--- config.mk ---
export PLATFORM = sky130hd
export DESIGN_NAME = busEncoder
export DESIGN_NICKNAME = d
export VERILOG_FILES = /design/src/design/isaPkg.sv /design/src/design/busEncoder.sv
export VERILOG_INCLUDE_DIRS = /design/src /design/src/design
export SDC_FILE = /design/constraint.sdc
export NUM_CORES = 1
export LEC_CHECK = 0
export ABC_AREA = 1
export CORE_AREA = 2 2 113 115
export DETAILED_ROUTE_END_ITERATION = 10
export DIE_AREA = 0 0 115 117
export DONT_BUFFER_PORTS = 1
export GPL_TIMING_DRIVEN = 0
export PLACE_DENSITY = 0.3
export SLEW_MARGIN = 20
export SYNTH_ARGS = -nofsm -noshare
export SYNTH_HDL_FRONTEND = slang
export SYNTH_SLANG_ARGS = --single-unit
export TNS_END_PERCENT = 20
--- constraint.sdc ---
create_clock -name vclk -period 0.8
set_input_delay 0.04 -clock vclk [all_inputs]
set_output_delay 0.04 -clock vclk [all_outputs]
set_load 0.05 [all_outputs]
--- src/design/cpu_defines.svh ---
`ifndef CPU_DEFINES_SVH
`define CPU_DEFINES_SVH

// ########################################
// Datapath sizes
// ########################################

// Shared bus and register width
`define CPU_DATA_WIDTH 32

// General registers r0 to r15
`define CPU_REG_COUNT 16

// ########################################
// Program memory
// ########################################

`define CPU_MEM_DEPTH 512
`define CPU_ADDR_WIDTH 9

`endif

--- src/design/isaPkg.sv ---
package isaPkg;

    // ########################################
    // Opcodes in IR bits 31..27
    // ########################################

    typedef enum logic [4:0] {
        OpLdi  = 5'd0,
        OpAdd  = 5'd1,
        OpSub  = 5'd2,
        OpAnd  = 5'd3,
        OpOr   = 5'd4,
        OpMul  = 5'd5,
        OpMfhi = 5'd6,
        OpMflo = 5'd7,
        OpOut  = 5'd8,
        OpHalt = 5'd9
    } opcodeT;

    // Top bit of each instruction field
    localparam int OpcodeMsb  = 31;
    localparam int RaMsb      = 26;
    localparam int RbMsb      = 22;
    localparam int RcMsb      = 18;
    localparam int ConstWidth = 19; // Constant C sits in bits 18..0

endpackage

--- src/design/busEncoder.sv ---
`timescale 1ns/1ps
`include "cpu_defines.svh"

module busEncoder (
    input  logic                       PCout,
    input  logic                       MDRout,
    input  logic                       HIout,
    input  logic                       LOout,
    input  logic                       ZhighOut,
    input  logic                       ZlowOut,
    input  logic                       Rout,
    input  logic                       Cout,
    input  logic [`CPU_DATA_WIDTH-1:0] pc,
    input  logic [`CPU_DATA_WIDTH-1:0] mdr,
    input  logic [`CPU_DATA_WIDTH-1:0] hi,
    input  logic [`CPU_DATA_WIDTH-1:0] lo,
    input  logic [`CPU_DATA_WIDTH-1:0] zHigh,
    input  logic [`CPU_DATA_WIDTH-1:0] zLow,
    input  logic [`CPU_DATA_WIDTH-1:0] regData,
    input  logic [`CPU_DATA_WIDTH-1:0] ir,
    output logic [`CPU_DATA_WIDTH-1:0] busData
);

    localparam int ExtBits = `CPU_DATA_WIDTH - isaPkg::ConstWidth;

    logic [`CPU_DATA_WIDTH-1:0] constExt;

    assign constExt = {{ExtBits{ir[isaPkg::ConstWidth-1]}}, ir[isaPkg::ConstWidth-1:0]};

    // One-hot AND-OR mux that idles the bus at zero
    assign busData = ({`CPU_DATA_WIDTH{PCout}}    & pc)
                   | ({`CPU_DATA_WIDTH{MDRout}}   & mdr)
                   | ({`CPU_DATA_WIDTH{HIout}}    & hi)
                   | ({`CPU_DATA_WIDTH{LOout}}    & lo)
                   | ({`CPU_DATA_WIDTH{ZhighOut}} & zHigh)
                   | ({`CPU_DATA_WIDTH{ZlowOut}}  & zLow)
                   | ({`CPU_DATA_WIDTH{Rout}}     & regData)
                   | ({`CPU_DATA_WIDTH{Cout}}     & constExt);

    busGrantOneHot: assert final ($onehot0({PCout, MDRout, HIout, LOout,
                                            ZhighOut, ZlowOut, Rout, Cout}));

endmodule

==> results.sh, run 1 <==
export IMPL_status="finished clean"
export IMPL_drt_initial_drc_count=146
export IMPL_ys_warn_count=0
export IMPL_drc_errors=0
export IMPL_hold_viol_final=0
export IMPL_start_kind="input pin"
export IMPL_met2_usage=0.3024
export IMPL_critPathTopFamily="simple AND/OR/NAND/NOR gates"
export IMPL_worstMarginPinSlew_ps=274.3
export IMPL_rows=41
export IMPL_final_cell_mix="360 x nand2_1, 33 x nor2_1, 27 x nand2_4"
export IMPL_hold_slack_ps=355.5
export IMPL_grt_pass1_vias=2698
export IMPL_use_met3=0.01545
export IMPL_leakagePower_nw=1.654
export IMPL_ir_drop_mv=0.1674
export IMPL_worst_setup_path_end_kind="primary output"
export IMPL_finalSetupViolCount=0
export IMPL_top_usage_layer="met2"
export IMPL_die_y_um=117
export IMPL_antenna_found_initial=0
export IMPL_hold_buffers=0
export IMPL_synth_cells=491
export IMPL_use_met1=0.1671
export IMPL_netlist_area_um2=2013
export IMPL_io_pins=296
export IMPL_hold_class="in2out"
export IMPL_critPathRequiredTime_ps=760
export IMPL_period_minus_slack_ps=799.5
export IMPL_cp_max_fo=10
export IMPL_cap_violations=0
export IMPL_yosysUniqueCellTypes=10
export IMPL_hpwlAfterDp_mm=9.453
export IMPL_grt_overflow_total=0
export IMPL_powerDensity_nw_per_um2=676.3
export IMPL_preCtsSetupSlack_ps=-367.0
export IMPL_drive_gt1_frac=0.2045
export IMPL_synth_area_leader_cell="nand2_1"
export IMPL_postSynthAreaPerCell_um2=4.100
export IMPL_drt_total_wl_mm=11.40
export IMPL_crit_path_max_incr_delay_ps=130
export IMPL_cpMostUsedCell="buf_12"
export IMPL_num_antenna_cells=0
export IMPL_path_buf_inv=3
export IMPL_cp_slowest_cell="buf_12"
export IMPL_netlist_area_leader_share=0.7328
export IMPL_clock_buffers=0
export IMPL_min_delay_start="zLow[28]"
export IMPL_fillers=1484
export IMPL_vias=2982
export IMPL_design_seq_count=0
export IMPL_gp_congestion=0.7847
export IMPL_vias_per_cell=4.630
export IMPL_die_w_um=115
export IMPL_grt_max_degree=11
export IMPL_slew_headroom=0.8165
export IMPL_port_buffer_count=0
export IMPL_crit_chain="buf_12, nand2_8, buf_12, buf_16, nand2_2, nor2_4, nand2_4"
export IMPL_grt_use_total=0.1474
export IMPL_critical_path_class="in2out"
export IMPL_final_nets=760
export IMPL_fmax_ghz=1.251
export IMPL_routedWlPerCell_um=17.70
export IMPL_yosysSeqAreaShare=0
export IMPL_start_util=0.1635
export IMPL_setup_ws_ps=0.4593
export IMPL_dr_pass1_iters=4
export IMPL_synth_net_count=755
export IMPL_grt_pass1_wl_mm=14.85
export IMPL_regArea_um2=0
export IMPL_final_common_cell="nand2_1"
export IMPL_rsz0062_at_grt="true"
export IMPL_maxSlewViolCount=0
export IMPL_syn_to_final_growth_pct=29.65
export IMPL_setup_worst_path_start="Cout"
export IMPL_arrival_ps=760
export IMPL_finalCritPeriodShare=0.9994
export IMPL_synth_area_leaders="nand2_1 73%, nor2_1 10%, buf_4 4.1%"
export IMPL_fp_dieArea_um2=13460
export IMPL_ant_nets=0
export IMPL_core_area_um2=12310
export IMPL_finalSetupTns_ps=0
export IMPL_power_mw=1.765
==> tightest hold or removal path, stage by stage <==
cell and delay (ps):
nand2_1 30, nand2_1 50, nor2_1 50, nand2_4 140
==> cells by family (layout without fill, tap and decap cells) <==
group	after synthesis	count (layout)	share of synthesized area
and+or+nand+nor	467	467	0.9024
buffers and inverters	24	27	0.09757
==> path summary, 6_finish.rpt <==
kind / cells past startpoint / end / slack (ps)
setup / recovery: 7 / busData[28] / 0.5
hold / removal: 4 / busData[28] / 360
==> report_power, final <==
group	switching, mW	total (mW)	internal, mW
Sequential	0	0	0
Combinational	1.22	1.77	0.544
Clock	0	0	0
==> timing repair <==
action | 4_1_cts | 5_1_grt
cloned | 1 | 0
setup endpoints to repair | 31 | 26
resized for setup | 58 | 36
endpoints found under the hold margin | 0 | 0
pin swaps | 11 | 12
setup buffers | 0 | 2
==> cell usage after synthesis, drive strengths merged <==
cell,number
clkbuf,1
nand2,403
buf,23
nor2,64
==> routing by layer <==
layer,vias to the layer above,part of all wire
met2,196,0.54
met1,1321,0.37
met3,6,0.082
met5,-,0
met4,0,0.0099
li1,1459,-
==> final cells by class <==
cell class | instances | area, µm² | share of cell area
well taps | 150 | 187.7 | 0.07191
multi-input cells | 467 | 2142 | 0.8207
repair buffers | 3 | 67.56 | 0.02589
plain buffers | 24 | 212.7 | 0.08150
==> per-stage QoR <==
stage               cells  utilization  cell area (µm²)
finish                644       0.2120             2610
detailed placement    641       0.1796             2211
CTS                   642       0.1979             2436
global placement      641       0.1796             2211
global route          644       0.2120             2610
floorplan             491            -             2023
Note: power is estimated with default switching activity, not from simulation.
==> run 2: changes to the inputs <==
Settings changed: BUFFER_PORTS_ARGS set to -buffer_cell sky130_fd_sc_hd__buf_2, CORE_AREA 2 2 113 115 to 2 2 115 117, DIE_AREA 0 0 115 117 to 0 0 117 119, DONT_BUFFER_PORTS 1 to unset, PLACE_DENSITY 0.3 to 0.46.
==> results.sh, run 2 (synthesis gave the netlist of run 1 again) <==
export IMPL_clock_buffers=0
export IMPL_core_area_um2=12870
export IMPL_critPathTopFamily="buffers and inverters"
export IMPL_design_seq_count=0
export IMPL_ir_drop_mv=0.2688
export IMPL_hold_class="in2out"
export IMPL_postPlaceCellArea_um2=3655
export IMPL_fp_dieArea_um2=13920
export IMPL_vias_per_cell=3.992
export IMPL_powerDensity_nw_per_um2=592.9
export IMPL_regArea_um2=0
export IMPL_cp_max_fo=6
export IMPL_antenna_found_initial=1
export IMPL_final_cell_area_um2=4758
export IMPL_drt_initial_drc_count=116
export IMPL_hold_buffers=0
export IMPL_rsz0062_at_grt="true"
export IMPL_slew_headroom=0.9050
export IMPL_hold_path_depth=6
export IMPL_fin_util=0.3696
export IMPL_routedWlPerCell_um=14.76
export IMPL_syn_to_final_growth_pct=136.4
export IMPL_rows=42
export IMPL_final_nets=1055
export IMPL_arrival_ps=800
export IMPL_die_w_um=117
export IMPL_dr_pass1_iters=4
export IMPL_hpwlAfterDp_mm=10.19
export IMPL_preCtsSetupSlack_ps=-305.7
export IMPL_port_buffer_count=282
export IMPL_grt_pass1_wl_mm=19.57
export IMPL_worst_setup_path_end_kind="primary output"
export IMPL_leakagePower_nw=2.915
export IMPL_path_buf_inv=3
export IMPL_fillers=1501
export IMPL_drt_total_wl_mm=14.26
export IMPL_period_minus_slack_ps=840.9
export IMPL_finalCritPeriodShare=1.051
export IMPL_die_y_um=119
export IMPL_cp_slowest_cell="buf_8"
export IMPL_maxSlewViolCount=0
export IMPL_grt_use_total=0.1845
export IMPL_grt_overflow_total=0
export IMPL_grt_pass1_vias=3710
export IMPL_critPathRequiredTime_ps=760
export IMPL_multi_input_area_um2=1994
export IMPL_ant_nets=0
export IMPL_cpMostUsedCell="nand2_2"
export IMPL_final_cell_mix="351 x nand2_1, 243 x buf_2, 45 x nor2_1"
export IMPL_min_to="busData[16]"
export IMPL_io_pins=296
export IMPL_grt_max_degree=12
export IMPL_start_kind="input pin"
export IMPL_min_delay_start="lo[16]"
export IMPL_fmax_ghz=1.189
export IMPL_vias=3856
export IMPL_drc_errors=0
export IMPL_crit_path_max_incr_delay_ps=160
export IMPL_finalSetupViolCount=10
export IMPL_cap_violations=0
export IMPL_drive_gt1_frac=0.4981
export IMPL_crit_chain="buf_12, buf_8, nand2_2, nand2_2, nor2_1, nand2_2, buf_8"
export IMPL_hold_viol_final=0
export IMPL_worstMarginPinSlew_ps=142.0
export IMPL_final_common_cell="nand2_1"
export IMPL_status="complete, but fails checks"
export IMPL_critical_path_class="in2out"
export IMPL_setup_ws_ps=-40.90
export IMPL_start_util=0.1564
export IMPL_gp_congestion=0.8193
export IMPL_failed_checks="setup timing"
run 2: cell count changes in the layout (fill, tap and decap cells not counted), sizes merged:
cell    change
buf       +292
clkbuf      +3
diode       +1
run 2: how the worst max path moves through the flow:
stage,startpoint,end,slack [ps],cells past startpoint
after floorplan,Cout,busData[23],-20,6
after global placement,PCout,busData[3],-300,7
after detailed placement,PCout,busData[3],-310,7
after CTS,HIout,busData[3],-40,7
after global routing,ZhighOut,busData[16],-70,7
final,PCout,busData[3],-40,7
run 2: through the flow:
stage          std cells  hold slack [ps]  total power [mW]  setup TNS, ps
2_1_floorplan        491            397.7             1.175         -287.4
3_3_place_gp         949            570.3             2.123          -6843
3_5_place_dp         949            566.7             2.126          -7008
4_1_cts              961            483.0             2.660         -295.3
5_1_grt              965            511.3             3.078          -1304
6_report             966            481.8             2.821         -150.9
run 2: where the power goes:
| group | switching [mW] | internal [mW] | total [mW] |
|---|---|---|---|
| Clock | 0 | 0.000000167 | 0.000000167 |
| Combinational | 1.42 | 1.40 | 2.82 |
| Sequential | 0 | 0 | 0 |
| Total | 1.42 | 1.40 | 2.82 |
run 2: routing by layer:
layer | vias up | track usage | wire [µm]
li1 | 2056 | - | -
met4 | 0 | 0.01985 | 138
met1 | 1610 | 0.2179 | 5637
met2 | 177 | 0.3548 | 7363
met3 | 13 | 0.02748 | 1121
met5 | - | 0 | 0
run 2: repair_timing:
action / 4_1_cts / 5_1_grt
setup buffers: 1 / 0
setup endpoints to repair: 32 / 31
pin swaps: 25 / 43
endpoints found under the hold margin: 0 / 0
gates resized for setup: 161 / 61
cloned: 11 / 4
run 2: final cells by class:
class / instances / share of cell area
timing repair buffer: 298 / 0.4446
multi-input combinational: 467 / 0.4191
buffer: 24 / 0.08940
tap: 176 / 0.04628
antenna: 1 / 0.0005259
==> run 3: changes to the inputs <==
Settings changed: TNS_END_PERCENT 20 to 1.
==> results.sh, run 3 (synthesis gave the netlist of run 1 again) <==
export IMPL_dr_pass1_iters=4
export IMPL_die_w_um=117
export IMPL_start_kind="input pin"
export IMPL_die_y_um=119
export IMPL_crit_chain="buf_16, buf_12, nand2_4, nand2_1, nor2_1, nand2_1, buf_6"
export IMPL_period_minus_slack_ps=827.4
export IMPL_internal_power_mw=1.396
export IMPL_antenna_found_initial=0
export IMPL_maxSlewViolCount=0
export IMPL_cpMostUsedCell="nand2_1"
export IMPL_drt_initial_drc_count=107
export IMPL_ant_nets=0
export IMPL_grt_pass1_wl_mm=19.77
export IMPL_p_sw_mw=1.408
export IMPL_preCtsSetupSlack_ps=-270.3
export IMPL_num_antenna_cells=0
export IMPL_syn_to_final_growth_pct=134.5
export IMPL_combPwrFrac=1.000
export IMPL_status="complete, but fails checks"
export IMPL_grt_pass1_vias=3782
export IMPL_clock_buffers=0
export IMPL_hold_viol_final=0
export IMPL_endpoint="busData[7]"
export IMPL_cp_num_cells=7
export IMPL_cap_violations=0
export IMPL_slew_headroom=0.9227
export IMPL_failed_checks="setup timing"
export IMPL_leakagePower_nw=2.888
export IMPL_start_util=0.1564
export IMPL_p_sw_frac=0.5022
export IMPL_drt_total_wl_mm=13.77
export IMPL_grt_use_total=0.1869
export IMPL_pwr_share_seq=0
export IMPL_powerDensity_nw_per_um2=594.0
export IMPL_fillers=1489
export IMPL_grt_overflow_total=0
export IMPL_gp_congestion=0.7868
export IMPL_hpwlAfterDp_mm=10.09
export IMPL_pwr_share_clk=0
export IMPL_core_area_um2=12870
export IMPL_critPathTopFamily="buffers and inverters"
export IMPL_setup_ws_ps=-27.38
export IMPL_critical_path_class="in2out"
export IMPL_vias_per_cell=4.022
export IMPL_routedWlPerCell_um=14.24
export IMPL_critPathRequiredTime_ps=760
export IMPL_arrival_ps=790
export IMPL_drive_gt1_frac=0.4981
export IMPL_port_buffer_count=282
export IMPL_multi_input_area_um2=1967
export IMPL_grt_max_degree=11
export IMPL_io_pins=296
export IMPL_regArea_um2=0
export IMPL_final_common_cell="nand2_1"
export IMPL_rows=42
export IMPL_final_cell_mix="356 x nand2_1, 242 x buf_2, 42 x nand2_2"
export IMPL_rsz0062_at_grt="true"
export IMPL_ir_drop_mv=0.2195
export IMPL_finalSetupViolCount=9
export IMPL_setup_worst_path_start="PCout"
export IMPL_fmax_ghz=1.209
export IMPL_finalSetupTns_ps=-91.97
export IMPL_fp_dieArea_um2=13920
export IMPL_worst_setup_path_end_kind="primary output"
export IMPL_worstMarginPinSlew_ps=115.7
export IMPL_cp_slowest_cell="buf_6"
export IMPL_finalCritPeriodShare=1.034
export IMPL_drc_errors=0
export IMPL_design_seq_count=0
export IMPL_crit_path_max_incr_delay_ps=160
export IMPL_vias=3889
export IMPL_hold_class="in2out"
export IMPL_final_nets=1057
export IMPL_cp_max_fo=8
export IMPL_path_buf_inv=3
run 3: changes by cell type in the layout (fill, tap and decap cells not counted), sizes merged:
cell    previous run  this run
buf              316       323
clkbuf             6         1
diode              1         0
run 3: power groups by stage:
stage / combinational, mW / clock [mW] / sequential, mW
floorplan: 1.17 / 0 / 0
global placement: 2.11 / 0 / 0
detailed placement: 2.12 / 0 / 0
CTS: 2.76 / 0 / 0
global route: 3.07 / 0 / 0
finish: 2.80 / 0 / 0
run 3: worst min-delay path, cell delays in order:
cell     delay, ps
buf_2           70
nand2_1         40
nand2_1         50
nor2_1          40
nand2_1         60
buf_6          150
run 3: repair_timing:
| item | in CTS | in global routing |
|---|---|---|
| hold buffers | 0 | 0 |
| resized for setup | 186 | 34 |
| setup endpoints to repair | 32 | 32 |
| buffers inserted | 5 | 0 |
| pin swaps | 53 | 36 |
| endpoints found under the hold margin | 0 | 0 |
| gates cloned | 13 | 0 |
run 3: worst min-delay path by stage:
stage / startpoint / endpoint / slack, ps / depth (start not counted)
after floorplan: lo[8] / busData[8] / 400 / 4
after global placement: lo[11] / busData[11] / 560 / 6
after detailed placement: lo[13] / busData[13] / 570 / 6
after CTS: lo[5] / busData[5] / 490 / 6
after global routing: zLow[18] / busData[18] / 520 / 6
final: ir[15] / busData[15] / 490 / 6
run 3: cell type report:
cell class                      count  share of cell area
Timing Repair Buffer              300              0.4500
Buffer                             24             0.08667
Tap cell                          176             0.04665
Multi-Input combinational cell    467              0.4166
run 3: per-layer routing:
metal / GRT usage / share of wire / vias to the layer above
met4: 0.02574 / 0.012 / 0
met5: 0 / 0 / -
met1: 0.2306 / 0.42 / 1626
met2: 0.3490 / 0.50 / 184
li1: - / - / 2065
met3: 0.02239 / 0.069 / 14
run 3: through the flow:
stage | hold slack [ps] | power [mW] | instance area, µm² | utilization | cells
2_1_floorplan | 397.7 | 1.168 | 2016 | - | 491
3_3_place_gp | 564.9 | 2.112 | 3647 | 0.2833 | 949
6_report | 491.5 | 2.804 | 4721 | 0.3667 | 967
3_5_place_dp | 567.6 | 2.115 | 3647 | 0.2833 | 949
4_1_cts | 493.2 | 2.764 | 4622 | 0.3590 | 967
5_1_grt | 520.2 | 3.074 | 4721 | 0.3667 | 967
